$ cat config.mk
export PLATFORM = sky130hd
export DESIGN_NAME = sa_ctrl
export DESIGN_NICKNAME = d
export VERILOG_FILES = /design/src/sa_cfg_pkg.sv /design/src/sa_types_pkg.sv /design/src/sa_ctrl.sv
export SDC_FILE = /design/constraint.sdc
export NUM_CORES = 1
export LEC_CHECK = 0
export ABC_AREA = 1
export CAP_MARGIN = 20
export CORE_UTILIZATION = 51
export CTS_BUF_LIST = sky130_fd_sc_hd__clkbuf_4 sky130_fd_sc_hd__clkbuf_8
export DETAILED_ROUTE_END_ITERATION = 10
export DONT_BUFFER_PORTS = 1
export GPL_ROUTABILITY_DRIVEN = 0
export PLACE_DENSITY = 0.67
export REMOVE_ABC_BUFFERS = 1
export SLEW_MARGIN = 15
export SYNTH_ARGS = -nofsm -noshare
export SYNTH_HDL_FRONTEND = slang
export SYNTH_SLANG_ARGS = --single-unit
export TNS_END_PERCENT = 50
$ cat constraint.sdc
create_clock -name clk -period 1.7 [get_ports clk]
set_clock_uncertainty 0.1 [all_clocks]
set_input_delay 0 -clock clk [delete_from_list [all_inputs] [get_ports clk]]
set_output_delay 0 -clock clk [all_outputs]
set_load 0.1 [all_outputs]
$ cat src/sa_cfg_pkg.sv
// Attention engine configuration
package sa_cfg_pkg;

    // Default square dimension, also the largest one the widths cover
    localparam int DIM_DEFAULT = 8;

    // Input elements of X and the three weight matrices
    localparam int ELEM_W = 8;

    // 8b x 8b products summed over 8 lanes
    localparam int QKV_W = 19;

    // Q row times K row before ReLU and scaling
    localparam int SCORE_W = 41;

    localparam int OUT_W = 64;

    // Row and column index width for up to 8 entries
    localparam int IDX_W = 3;

    // Valid-row count, 1 to DIM
    localparam int T_W = 4;

    // Multiply-add tree is built for eight lanes, unused lanes see zero
    localparam int TREE_LANES = 8;

endpackage

$ cat src/sa_types_pkg.sv
// Attention engine shared types
package sa_types_pkg;

    import sa_cfg_pkg::*;

    typedef logic signed [ELEM_W-1:0]  elem_t;
    typedef logic signed [QKV_W-1:0]   qkv_t;
    typedef logic signed [SCORE_W-1:0] score_t;
    typedef logic signed [OUT_W-1:0]   out_t;
    typedef logic [IDX_W-1:0]          idx_t;

    // LOAD_K computes Q, LOAD_V computes K, CALC_V computes V
    typedef enum logic [2:0] {
        IDLE,
        LOAD_Q,
        LOAD_K,
        LOAD_V,
        CALC_V,
        SCORE,
        EMIT
    } phase_e;

    // One registered input beat
    typedef struct packed {
        elem_t x;
        elem_t w_q;
        elem_t w_k;
        elem_t w_v;
    } in_beat_t;

    typedef struct packed {
        phase_e phase;
        idx_t   row;
        idx_t   col;
        idx_t   wr_row;
        idx_t   wr_col;
        logic   clear;
    } ctrl_t;

    // One write enable per store
    typedef struct packed {
        logic x;
        logic w_q;
        logic w_k;
        logic w_v;
        logic q;
        logic k;
        logic v;
        logic s;
    } we_t;

endpackage

$ cat src/sa_ctrl.sv
// Attention job controller
`timescale 1ns/1ps

module sa_ctrl #(
    parameter int DIM = 8
) (
    input  logic                       clk,
    input  logic                       rst_n,
    input  logic                       in_valid,
    input  logic [sa_cfg_pkg::T_W-1:0] t,
    output sa_types_pkg::ctrl_t        ctrl,
    output sa_types_pkg::we_t          we,
    output logic                       out_valid
);
    import sa_cfg_pkg::*;
    import sa_types_pkg::*;

    localparam idx_t DIM_LAST = idx_t'(DIM - 1);

    phase_e         phase, phase_n;
    phase_e         phase_d;
    idx_t           row, row_n;
    idx_t           col, col_n;
    idx_t           wr_row, wr_col;
    idx_t           row_last, col_last;
    logic [T_W-1:0] t_q;
    logic           start;

    assign start = (phase == IDLE) && in_valid;

    // Score loop is T by T, output loop is T rows of DIM
    always_comb begin
        col_last = (phase == SCORE) ? idx_t'(t_q - 1'b1) : DIM_LAST;
        row_last = (phase == SCORE || phase == EMIT) ? idx_t'(t_q - 1'b1) : DIM_LAST;
    end

    always_comb begin
        phase_n = phase;
        row_n   = row;
        col_n   = col;
        if (phase == IDLE) begin
            if (in_valid) begin
                // Beat 0 is taken in IDLE
                phase_n = LOAD_Q;
                col_n   = idx_t'(1);
            end
        end else if (col == col_last) begin
            col_n = '0;
            if (row == row_last) begin
                row_n = '0;
                case (phase)
                    LOAD_Q:  phase_n = LOAD_K;
                    LOAD_K:  phase_n = LOAD_V;
                    LOAD_V:  phase_n = CALC_V;
                    CALC_V:  phase_n = SCORE;
                    SCORE:   phase_n = EMIT;
                    default: phase_n = IDLE;
                endcase
            end else begin
                row_n = row + 1'b1;
            end
        end else begin
            col_n = col + 1'b1;
        end
    end

    always_ff @(posedge clk or negedge rst_n) begin
        if (!rst_n) begin
            phase     <= IDLE;
            phase_d   <= IDLE;
            row       <= '0;
            col       <= '0;
            wr_row    <= '0;
            wr_col    <= '0;
            t_q       <= '0;
            out_valid <= 1'b0;
        end else begin
            phase     <= phase_n;
            phase_d   <= start ? LOAD_Q : phase;
            row       <= row_n;
            col       <= col_n;
            wr_row    <= row;
            wr_col    <= col;
            out_valid <= (phase == EMIT);
            if (start) begin
                t_q <= t;
            end
        end
    end

    always_comb begin
        ctrl.phase  = phase;
        ctrl.row    = row;
        ctrl.col    = col;
        ctrl.wr_row = wr_row;
        ctrl.wr_col = wr_col;
        ctrl.clear  = start;
    end

    // Writes follow the read phase by one cycle
    always_comb begin
        we = '0;
        case (phase_d)
            LOAD_Q: begin
                // X rows at or beyond T keep their cleared zero
                we.x   = T_W'(wr_row) < t_q;
                we.w_q = 1'b1;
            end
            LOAD_K: begin
                we.w_k = 1'b1;
                we.q   = 1'b1;
            end
            LOAD_V: begin
                we.w_v = 1'b1;
                we.k   = 1'b1;
            end
            CALC_V:  we.v = 1'b1;
            SCORE:   we.s = 1'b1;
            default: begin
            end
        endcase
    end

endmodule

==> flow_summary_export.csv <==
group,metric,value,unit
routing,route.final.wire_length,3220,um
global_routing,grt_antenna_before_repair,0,
clock_tree,numCtsBuffers,3,
die,effective_utilization_at_floorplan,0.540,
global_routing,global_route.usage.met3,0.0287,
final_layout,num_antenna_cells,0,
sta,layout_worst_path_cycle_share,1.08,
setup_path,timing.critical_path.depth,8,
final_layout,commonest_non_fill_non_tap_cells_in_the_layout,"nand2_1, buf_4, dfrtp_1",
power_and_ir_drop,leakagePower,0.908,nW
final_layout,layout_area_overhead,46.2,%
clock_tree,clock_sinks,23,
setup_path,crit_path_end_kind,"primary output",
routing,routed_wire_length_per_instance,14.8,um
global_routing,global_route_hottest_layer,"met2",
clock_tree,cts_max_level,1,
placement,dpl-instance-area,1750,um^2
global_routing,grt_start_max_net_pins,24,
global_routing,grt_use_met2,0.490,
sta,final.min_clock_period,1.83,ns
routing,firstDrtPassIters,4,
global_routing,track_usage,0.248,
clock_tree,clock_tree_from_tritoncts,"yes",
routing,dr.first_iter.drc_count,46,
setup_path,cpMaxStageDelayCell,"dfrtp_1",
die,die_w,53.5,um
setup_path,timing.setup.critical_path_class,"flop to primary output",
setup_path,cpLargestDelayFamily,"flip-flops",
setup_path,rr_startpoint,"t_q[1]",
setup_path,setup_slack_reg_to_reg,-0.10,ns
logic_synthesis,ys_seq_area_frac,0.426,
final_layout,drive_above_1_share,0.476,
sta,achievable-frequency,545,MHz
die,std_cell_rows,18,
sta,slew_viol_final,0,
routing,drcViolationCount,0,
setup_path,cp.buffers_inverters,3,
clock_tree,cts-root-buf,"clkbuf_4",
logic_synthesis,ffs_w_async_s_r_synth,1.00,
sta,timing_worst_slew_pin_value,0.507,ns
logic_synthesis,synthesis.instances,147,
clock_tree,cts-root-to-sink-buffers,2,
placement,hpwl,2220,um
routing,antenna_violating_nets_post_route,0,
power_and_ir_drop,power.density,482,nW/um^2
setup_path,worst_ep_required_time,1.60,ns
global_routing,grt.overflow.total,0,
die,dieArea,2860,um^2
routing,via_count,1173,
logic_synthesis,syn_area_per_cell,9.18,um^2
sta,finalSetupViolCount,8,
setup_path,path_cells,"inv_2 > buf_6 > ha_4 > o21ai_2 > nand2_1 > a21oi_2 > o21a_1 > buf_12",
clock_tree,clock_pin_slew_on_the_worst_setup_and_hold_paths,0.12,ns
setup_path,worst_setup_path_start_kind,"flop",
die,floorplan.io_pins,32,
final_layout,mostFrequentLayoutCell,"nand2_1",
final_layout,layout_nets,200,
setup_path,r2r_cells,13,
setup_path,terminus_of_the_critical_flop_to_flop_path,"phase[0]",
placement,dp_slack,-0.0449,ns
setup_path,timing.critical_path.arrival,1.73,ns
status,failing_checks,"setup timing",
sta,slew_headroom,0.662,
status,run_status,"finished with violations",
logic_synthesis,synth.ff_latch_count,23,
setup_path,critPathMaxFanout,2,
logic_synthesis,synth_cell_type_count,30,
die,fp.coreArea,2500,um^2
final_layout,post-route-util,0.790,
routing,vias_per_cell,5.41,
clock_tree,clkLatencyLatePin,0.31,ns
power_and_ir_drop,max-vdd-ir-drop,438,uV
setup_path,cpPeakStageDelay,0.41,ns
logic_synthesis,synth-edff-count,0,
die,die_h,53.5,um
global_routing,first_global_vias,1138,
flow_run,maxCapViolCount,0,
sta,tns,-0.456,ns
placement,port-buffer-count,0,
logic_synthesis,syn_area,1350,um^2
sta,rsz0062_at_grt,"true",
global_routing,use_met1,0.270,
power_and_ir_drop,finalPower,0.952,mW
logic_synthesis,synth_ff_type,"dfrtp_1",
final_layout,final_area,1970,um^2
logic_synthesis,synth-warning-count,0,
sta,timing.final.ws_setup,-0.133,ns
sta,hold_violations,0,
global_routing,grt_pass1_wl,4990,um
min_path,classification_of_the_worst_slack_hold_path,"primary input to async pin",
==> power breakdown <==
part	switching [mW]	internal (mW)
logic	0.0665	0.0530
clock network	0.168	0.108
registers	0.00425	0.553
total	0.239	0.714
==> per-layer routing <==
metal | vias to the layer above | part of all wire
met1 | 553 | 0.38
li1 | 548 | -
met3 | 7 | 0.058
met5 | - | 0
met2 | 65 | 0.55
met4 | 0 | 0.015
==> worst max path at each step <==
stage | startpoint | endpoint
6_report | t_q[1] | we[7]
5_1_grt | t_q[1] | we[7]
4_1_cts | t_q[1] | we[7]
3_5_place_dp | t_q[0] | phase[1]
3_3_place_gp | t_q[0] | phase[2]
2_1_floorplan | phase_d[1] | we[2]
==> repair_timing <==
item                       4_1_cts  5_1_grt
gates resized for setup         12       21
hold endpoints to repair        31       23
hold buffers                     6        1
buffers inserted                 0        3
pin swaps                        3       15
setup endpoints to repair        7       12
==> flip-flops by register name (all words and copies together) (netlist names) <==
signal / cells
phase: 3
t_q: 4
col: 3
out_valid: 1
row: 3
wr_col: 3
wr_row: 3
phase_d: 3
==> synthesized netlist by cell type (2+ instances only) <==
master | number | area share
nand4_1 | 2 | 0.0093
nand3_2 | 2 | 0.015
nand3_1 | 11 | 0.041
dfrtp_1 | 23 | 0.43
nand3_4 | 3 | 0.039
ha_1 | 5 | 0.046
nor3_1 | 5 | 0.019
nand2_4 | 3 | 0.025
nor2_2 | 2 | 0.0093
buf_4 | 3 | 0.017
a21oi_1 | 2 | 0.0074
inv_1 | 18 | 0.050
buf_6 | 3 | 0.025
o21ai_0 | 8 | 0.030
nor2_8 | 2 | 0.030
nand2_1 | 34 | 0.095
nor2_1 | 2 | 0.0056
xor2_1 | 2 | 0.013
nand2_2 | 4 | 0.019
o21ai_1 | 3 | 0.011
==> cell families (layout without fill, tap and decap cells) <==
family / count (synthesis) / in the layout / synth area share
xor gates and xnor gates: 3 / 3 / 0.0195
and+or+nand+nor: 71 / 71 / 0.320
buffers and inverters: 30 / 70 / 0.130
adders and majority gates: 5 / 5 / 0.0463
AOI/OAI and AO/OA: 15 / 15 / 0.0584
DFF: 23 / 23 / 0.426
==> layout make-up <==
type	instances	area, um^2
well taps	30	37.5
flip-flops and latches	23	577
clock buffers	4	30.0
fillers	150	526
inverters	22	105
repair buffers	44	513
multi-input cells	94	712
==> stage by stage <==
stage / hold WS, ns / instances
6_report: 0.0710 / 217
5_1_grt: 0.137 / 217
4_1_cts: 0.236 / 213
3_5_place_dp: -0.395 / 203
3_3_place_gp: -0.395 / 203
2_1_floorplan: -0.396 / 139
(Power assumes the default switching activity.)
