### config.mk
export PLATFORM = sky130hd
export DESIGN_NAME = matrix_store
export DESIGN_NICKNAME = d
export VERILOG_FILES = /design/src/sa_cfg_pkg.sv /design/src/sa_types_pkg.sv /design/src/matrix_store.sv
export SDC_FILE = /design/constraint.sdc
export NUM_CORES = 1
export LEC_CHECK = 0
export BUFFER_PORTS_ARGS = -buffer_cell sky130_fd_sc_hd__buf_2
export CAP_MARGIN = 20
export CORE_AREA = 2 2 322 324
export DETAILED_ROUTE_END_ITERATION = 12
export DIE_AREA = 0 0 324 326
export PLACE_DENSITY = 0.46
export SLEW_MARGIN = 20
export SYNTH_ARGS = -nofsm -noshare
export SYNTH_HDL_FRONTEND = slang
export SYNTH_SLANG_ARGS = --single-unit
export TNS_END_PERCENT = 30
### constraint.sdc
create_clock -name clk -period 5.1 [get_ports clk]
set_clock_uncertainty 0.05 [all_clocks]
set_input_delay 1.02 -clock clk [delete_from_list [all_inputs] [get_ports clk]]
set_output_delay 1.02 -clock clk [all_outputs]
set_load 0.01 [all_outputs]
### src/sa_cfg_pkg.sv
// Attention engine configuration
package sa_cfg_pkg;

    // Default square dimension, also the largest one the widths cover
    localparam int DIM_DEFAULT = 8;

    // Input elements of X and the three weight matrices
    localparam int ELEM_W = 8;

    // 8b x 8b products summed over 8 lanes
    localparam int QKV_W = 19;

    // Q row times K row before ReLU and scaling
    localparam int SCORE_W = 41;

    localparam int OUT_W = 64;

    // Row and column index width for up to 8 entries
    localparam int IDX_W = 3;

    // Valid-row count, 1 to DIM
    localparam int T_W = 4;

    // Multiply-add tree is built for eight lanes, unused lanes see zero
    localparam int TREE_LANES = 8;

endpackage

### src/sa_types_pkg.sv
// Attention engine shared types
package sa_types_pkg;

    import sa_cfg_pkg::*;

    typedef logic signed [ELEM_W-1:0]  elem_t;
    typedef logic signed [QKV_W-1:0]   qkv_t;
    typedef logic signed [SCORE_W-1:0] score_t;
    typedef logic signed [OUT_W-1:0]   out_t;
    typedef logic [IDX_W-1:0]          idx_t;

    // LOAD_K computes Q, LOAD_V computes K, CALC_V computes V
    typedef enum logic [2:0] {
        IDLE,
        LOAD_Q,
        LOAD_K,
        LOAD_V,
        CALC_V,
        SCORE,
        EMIT
    } phase_e;

    // One registered input beat
    typedef struct packed {
        elem_t x;
        elem_t w_q;
        elem_t w_k;
        elem_t w_v;
    } in_beat_t;

    typedef struct packed {
        phase_e phase;
        idx_t   row;
        idx_t   col;
        idx_t   wr_row;
        idx_t   wr_col;
        logic   clear;
    } ctrl_t;

    // One write enable per store
    typedef struct packed {
        logic x;
        logic w_q;
        logic w_k;
        logic w_v;
        logic q;
        logic k;
        logic v;
        logic s;
    } we_t;

endpackage

### src/matrix_store.sv
// Square register matrix
`timescale 1ns/1ps

module matrix_store #(
    parameter int  DIM       = 8,
    parameter type payload_t = sa_types_pkg::elem_t
) (
    input  logic               clk,
    input  logic               rst_n,
    input  logic               clear,
    input  logic               we,
    input  sa_types_pkg::idx_t wr_row,
    input  sa_types_pkg::idx_t wr_col,
    input  payload_t           wr_data,
    input  sa_types_pkg::idx_t rd_row,
    input  sa_types_pkg::idx_t rd_col,
    output payload_t           row_vec [DIM],
    output payload_t           col_vec [DIM]
);
    import sa_types_pkg::*;

    payload_t mem [DIM][DIM];

    always_ff @(posedge clk or negedge rst_n) begin
        if (!rst_n) begin
            for (int r = 0; r < DIM; r++) begin
                for (int c = 0; c < DIM; c++) begin
                    mem[r][c] <= '0;
                end
            end
        end else if (clear) begin
            for (int r = 0; r < DIM; r++) begin
                for (int c = 0; c < DIM; c++) begin
                    mem[r][c] <= '0;
                end
            end
        end else if (we) begin
            mem[wr_row][wr_col] <= wr_data;
        end
    end

    // Write data is forwarded so a read in the write cycle sees the new value
    always_comb begin
        for (int i = 0; i < DIM; i++) begin
            row_vec[i] = mem[rd_row][i];
            col_vec[i] = mem[i][rd_col];
            if (we && wr_row == rd_row && wr_col == idx_t'(i)) begin
                row_vec[i] = wr_data;
            end
            if (we && wr_col == rd_col && wr_row == idx_t'(i)) begin
                col_vec[i] = wr_data;
            end
        end
    end

endmodule

==> impl_metrics.yaml, run 1 <==
die:
  dieArea_um2: 106000
  rows: 118
  core_um2: 103000
  ios: 152
  die_h_um: 326
  initial_core_util_pct: 29.6
  die-width_um: 324
layout:
  largest-register: "mem"
  utilization_pct: 33.7
  design_area_um2: 34600
  syn_to_final_growth_pct: 13.7
  multi_input_area_um2: 16200
  layoutNonFillerInstCount: 4463
  largest_registers: "mem: 512 flops"
  antenna_cells: 0
  n_fill_cell: 10400
  drive_above_1_share_pct: 24.7
  largest_reg_flops: 512
  nets: 3062
  regArea_um2: 12800
cts:
  cts_max_path_buffers: 3
  cts_tree: "yes"
  clkTransAtPathRegs_ps: 60
  clk_latency_ps: 640
  cts_resized: 0
  htreeDepth: 2
  clock_sinks: 512
  cts_inserted_buffers: 58
  postCtsSetupBuffers: 0
  cts_root_buf: "clkbuf_16"
  cts_hold_buf: 0
timing:
  hold_violations: 0
  period_minus_slack_ps: 4330
  finalCritPeriodShare_pct: 84.9
  fin_setup_tns_ps: 0
  rsz0062_at_grt: "false"
  setup_violations: 0
  finalMaxSlewViolations: 0
  worst_pin_slew_ps: 1190
  slew_headroom_pct: 20.3
  clock.fmax_mhz: 231
routing:
  first_pass_iters: 6
  final_antenna_net_count: 0
  dr.first_iter.drc_count: 3758
  num_vias: 26300
  vias_per_cell: 5.90
  remaining_drc_errors: 0
  drt-total-wl_um: 139000
  wl_per_cell_um: 31.1
critical_path:
  critical_path_class: "in2out"
  cp-end-kind: "output pin"
  critPathRequiredTime_ps: 4030
  crit_arrival_ps: 3260
  crit_fanout: 37
  critPathLaunchType: "input pin"
place:
  dp_hpwl_um: 92900
  place_inst: 4358
  io_buffers: 151
  postPlaceCellArea_um2: 32600
  gp_congestion: 0.892
grt:
  grt_pass1_vias: 25100
  grt_overflow: 0
  grt_max_degree: 110
  grt_usage_pct: 26.0
  antenna_found_initial: 6
  grt_pass1_wl_um: 198000
logic_synthesis:
  yosysTopAreaCellShare_pct: 42.1
  synth_area_um2: 30400
  synth.most_common_cell: "a21oi_1"
  ys.flop_type: "dfrtp_1"
  synthArstFlopShare_pct: 100
  synth_warnings: 0
  yosysSeqAreaShare_pct: 42.1
  yosys-top-cells-count: "a21oi_1, nand2_1, dfrtp_1"
  synthCells: 3048
  synth_area_per_cell_um2: 9.97
  yosysUniqueCellTypes: 32
  yosysTopAreaCell: "dfrtp_1"
  synthTopCellsByArea: "dfrtp_1, mux4_2, a21oi_1"
  syn-num-nets: 3072
  synth-seq-cells: 512
  synth_edf_count: 0
min_path:
  hold_class: "in2async"
status:
  status: "finished clean"
power:
  irDropWorstVdd_uv: 274
  power.density_nw_per_um2: 270
  leakage_nw: 13.7
flow_run:
  drv_cap: 0
==> final timing paths <==
| kind | startpoint | end | slack [ps] | cells after the start |
|---|---|---|---|---|
| max in group asynchronous | rst_n | mem[51] | 3380 | 2 |
| min in group clk | mem[420] | mem[420] | 490 | 2 |
| hold reg to reg | mem[420] | mem[420] | 490 | 2 |
| setup reg to reg | mem[293] | mem[293] | 4200 | 2 |
| hold / removal | rst_n | mem[429] | 330 | 1 |
| setup / recovery | rd_row[0] | row_vec[27] | 770 | 6 |
==> through the flow <==
step	worst slack, ps	hold slack [ps]	power (mW)
2_1_floorplan	1580	448	4.65
3_3_place_gp	791	476	5.04
3_5_place_dp	792	484	5.04
4_1_cts	792	434	9.38
5_1_grt	680	441	9.58
6_report	768	328	9.35
==> cell usage in the layout (no fill, tap or decap), drive strengths merged, types with 6 or more instances in the layout <==
| cell | count |
|---|---|
| mux2i | 88 |
| dfrtp | 512 |
| nand2 | 529 |
| nor2 | 113 |
| mux2 | 128 |
| clkbuf | 90 |
| xnor2 | 6 |
| buf | 265 |
| mux4 | 256 |
| nand4 | 9 |
| clkinv | 13 |
| o21ai | 160 |
| a21oi | 552 |
| nand3 | 329 |
==> power by group <==
group	internal [mW]	switching (mW)	total [mW]
Clock	2.52	1.86	4.38
Sequential	4.08	0.0157	4.09
Combinational	0.226	0.648	0.873
Total	6.82	2.53	9.35
==> kinds of logic (layout without fill, tap and decap cells) <==
kind of cell	Yosys count	after routing	synth area share, %
and+or+nand+nor	1009	1009	14.4
AOI/OAI and AO/OA	712	712	11.7
DFF	512	512	42.1
muxes	472	472	26.6
buffers and inverters	337	372	4.90
xor gates and xnor gates	6	6	0.247
==> critical path: stages <==
cell      delay (ps)
clkbuf_8         380
buf_4            390
mux4_2           600
mux2_2           330
mux2_2           320
buf_2            150
==> final cells by class <==
class	count	area share, %
multi-input cells	2199	46.8
flip-flops and latches	512	37.1
repair buffers	267	5.54
clock buffers	88	5.11
well taps	1380	4.99
clock inverters	17	0.470
==> layer usage <==
metal  vias to the layer above  track usage, %  routed length (um)
met2                      1446            37.5               60200
met4                         8            6.23                3510
met5                         -               0                  46
li1                      11000               -                   -
met3                       173            7.32               16000
met1                     13700            38.3               59100
Power figures use the tool's default switching activity.
==> run 2, diff against run 1 <==
ABC_AREA = 1   (was default)
CORE_AREA = 2 2 323 325   (was 2 2 322 324)
DIE_AREA = 0 0 325 327   (was 0 0 324 326)
PLACE_DENSITY = 0.47   (was 0.46)
clock period = 3.63 ns   (was 5.1 ns; I/O delays follow)
==> run 2 against run 1 <==
Via count up 27%. Sequential share of layout area shrank 0.74 points. Count of clock-buffer cells in the layout rose by 11. Sequential power is 41% higher. Non-clock buffer count up 39. Global-route usage up 4.3 points. Worst hold slack got worse by 280 ps. Critical path depth up 3. Critical path type unchanged. Largest cell class unchanged. Highest routed layer unchanged.
==> impl_metrics.yaml, run 2 <==
status:
  status: "finished clean"
grt:
  grt_max_degree: 118
  grt_pass1_wl_um: 235000
  grt_pass1_vias: 31200
  antenna_found_initial: 7
  grt_overflow: 0
  grt_usage_pct: 30.3
cts:
  cts_root_buf: "clkbuf_16"
  cts_max_path_buffers: 3
  clkTransAtPathRegs_ps: 60
  clock_sinks: 512
  cts_hold_buf: 0
  htreeDepth: 3
  cts_tree: "yes"
  cts_inserted_buffers: 67
  clk_latency_ps: 620
critical_path:
  slowest_delay_ps: 500
  r2r-start: "mem[499]"
  critPathRequiredTime_ps: 2850
  critical_path_class: "in2out"
  cp_cell_sequence: "clkbuf_8 > inv_8 > nand2_1 > nand2_1 > nor2_4 > nand3b_1 > nand3_1 > nand2_1 > buf_2"
  crit_fanout: 24
  path_buf_inv: 3
  slowest_stage: "nor2_4"
  critPathLaunchType: "input pin"
  r2r_setup_slack_ps: 2740
  crit-reg2reg-capture: "mem[499]"
  crit_arrival_ps: 2790
  reg2reg_depth: 2
  critical_path.most_common_cell: "nand2_1"
  cp-end-kind: "output pin"
  path_delay_family: "simple AND/OR/NAND/NOR gates"
logic_synthesis:
  yosysTopAreaCell: "dfrtp_1"
  synth.most_common_cell: "nand2_1"
  yosysSeqAreaShare_pct: 41.9
  yosysTopAreaCellShare_pct: 41.9
  synth_area_um2: 30600
  synth_edf_count: 0
  syn-num-nets: 4511
  synth_warnings: 0
  synthTopCellsByArea: "dfrtp_1, nand3_1, nand2_1"
  yosysUniqueCellTypes: 24
  synth_area_per_cell_um2: 6.82
  synthArstFlopShare_pct: 100
  yosys-top-cells-count: "nand2_1, nand3_1, dfrtp_1"
  synth-seq-cells: 512
  synthCells: 4487
  ys.flop_type: "dfrtp_1"
layout:
  nets: 4484
  largest-register: "mem"
  syn_to_final_growth_pct: 15.3
  layoutNonFillerInstCount: 5886
  n_fill_cell: 11200
  regArea_um2: 12800
  multi_input_area_um2: 15500
  largest_registers: "mem: 512 flops"
  drive_above_1_share_pct: 10.0
  layout_commonest_cell: "nand2_1"
  final_cell_mix: "nand2_1, nand3_1, dfrtp_1"
  largest_reg_flops: 512
  utilization_pct: 34.3
routing:
  final_antenna_net_count: 0
  vias_per_cell: 5.68
  num_vias: 33500
  first_pass_iters: 6
  drt-total-wl_um: 165000
  remaining_drc_errors: 0
  dr.first_iter.drc_count: 4600
  wl_per_cell_um: 28.0
timing:
  hold_violations: 0
  finalMaxSlewViolations: 0
  layout_setup_ws_ps: 68.5
  worst_pin_slew_ps: 1070
  period_minus_slack_ps: 3560
  setup_violations: 0
  rsz0062_at_grt: "false"
  finalCritPeriodShare_pct: 98.1
  slew_headroom_pct: 28.7
  clock.fmax_mhz: 281
  fin_setup_tns_ps: 0
die:
  die-width_um: 325
  die_h_um: 327
  initial_core_util_pct: 29.7
  ios: 152
  dieArea_um2: 106000
  core_um2: 103000
  rows: 118
power:
  power.density_nw_per_um2: 420
  irDropWorstVdd_uv: 283
  leakage_nw: 15.9
flow_run:
  drv_cap: 0
place:
  gp_congestion: 0.985
  dp_hpwl_um: 113000
  io_buffers: 151
  place_inst: 5771
  dp_slack_ps: -38.7
min_path:
  hold_class: "in2async"
[run 2: cell types whose count changed after synthesis, sizes merged, moves of 70 or more]
cell | previous run | this run
nand2 | 529 | 1588
nand3 | 329 | 1231
a21oi | 552 | 0
o21ai | 160 | 445
mux4 | 256 | 0
inv | 0 | 144
mux2 | 128 | 0
nor2 | 113 | 18
mux2i | 88 | 0
o22ai | 0 | 70
[run 2: routing by layer]
metal  global-route usage (%)  routed length [um]  up-vias
met1                     40.2               66400    16300
met5                        0                  65        -
met3                     6.92               16600      337
li1                         -                   -    15000
met2                     46.7               73000     1903
met4                     14.8                8900        4
[run 2: timing repair]
item / in CTS / in global routing
setup buffers: 0 / 0
endpoints found under the setup margin: 2 / 0
endpoints found under the hold margin: 0 / 0
gates resized for setup: 1 / 0
[run 2: worst reg2reg max path: cells and delay by family, from the launching register on]
kind	cells	cell delay, ps
flops	1	460
simple gates	1	120
compound gates	1	100
[run 2: worst max-delay path by stage]
stage / cells after the start / from / endpoint
after detailed placement: 9 / rd_row[1] / row_vec[7]
final: 9 / rd_col[0] / col_vec[39]
after CTS: 9 / rd_row[1] / row_vec[51]
after global routing: 9 / rd_row[1] / row_vec[51]
after global placement: 9 / rd_row[1] / row_vec[0]
after floorplan: 10 / rd_col[0] / col_vec[35]
[run 2: final cells by class]
class,count,share of cell area (%)
Clock inverter,12,0.472
Multi-Input combinational cell,3423,43.9
Inverter,150,1.67
Sequential cell,512,36.3
Clock buffer,99,5.73
Timing Repair Buffer,306,6.99
Tap cell,1380,4.89
Antenna cell,4,0.0284
[run 2: metrics by stage]
step           cell area (um2)  hold slack [ps]  power, mW
4_1_cts                  35300             29.8       14.9
2_1_floorplan            30600              380       6.85
3_5_place_dp             33100              473       7.99
5_1_grt                  35300             45.3       15.2
3_3_place_gp             33100              467       8.00
6_report                 35300             44.7       14.8
[run 2: cells by family (layout without fill, tap and decap cells)]
logic type             after synthesis  in the layout  share of synthesized area [%]
AND/OR/NAND/NOR                   2907           2907                           41.7
AO/OA/AOI/OAI                      515            515                           8.71
XOR/XNOR                             1              1                         0.0286
buffers and inverters              552            567                           7.68
flip-flops                         512            512                           41.9
other                                0              4                              0
[run 2: power breakdown]
part	internal (mW)	total, mW	switching, mW
clock network	4.11	6.87	2.76
registers	5.73	5.75	0.0204
logic	0.491	2.19	1.70
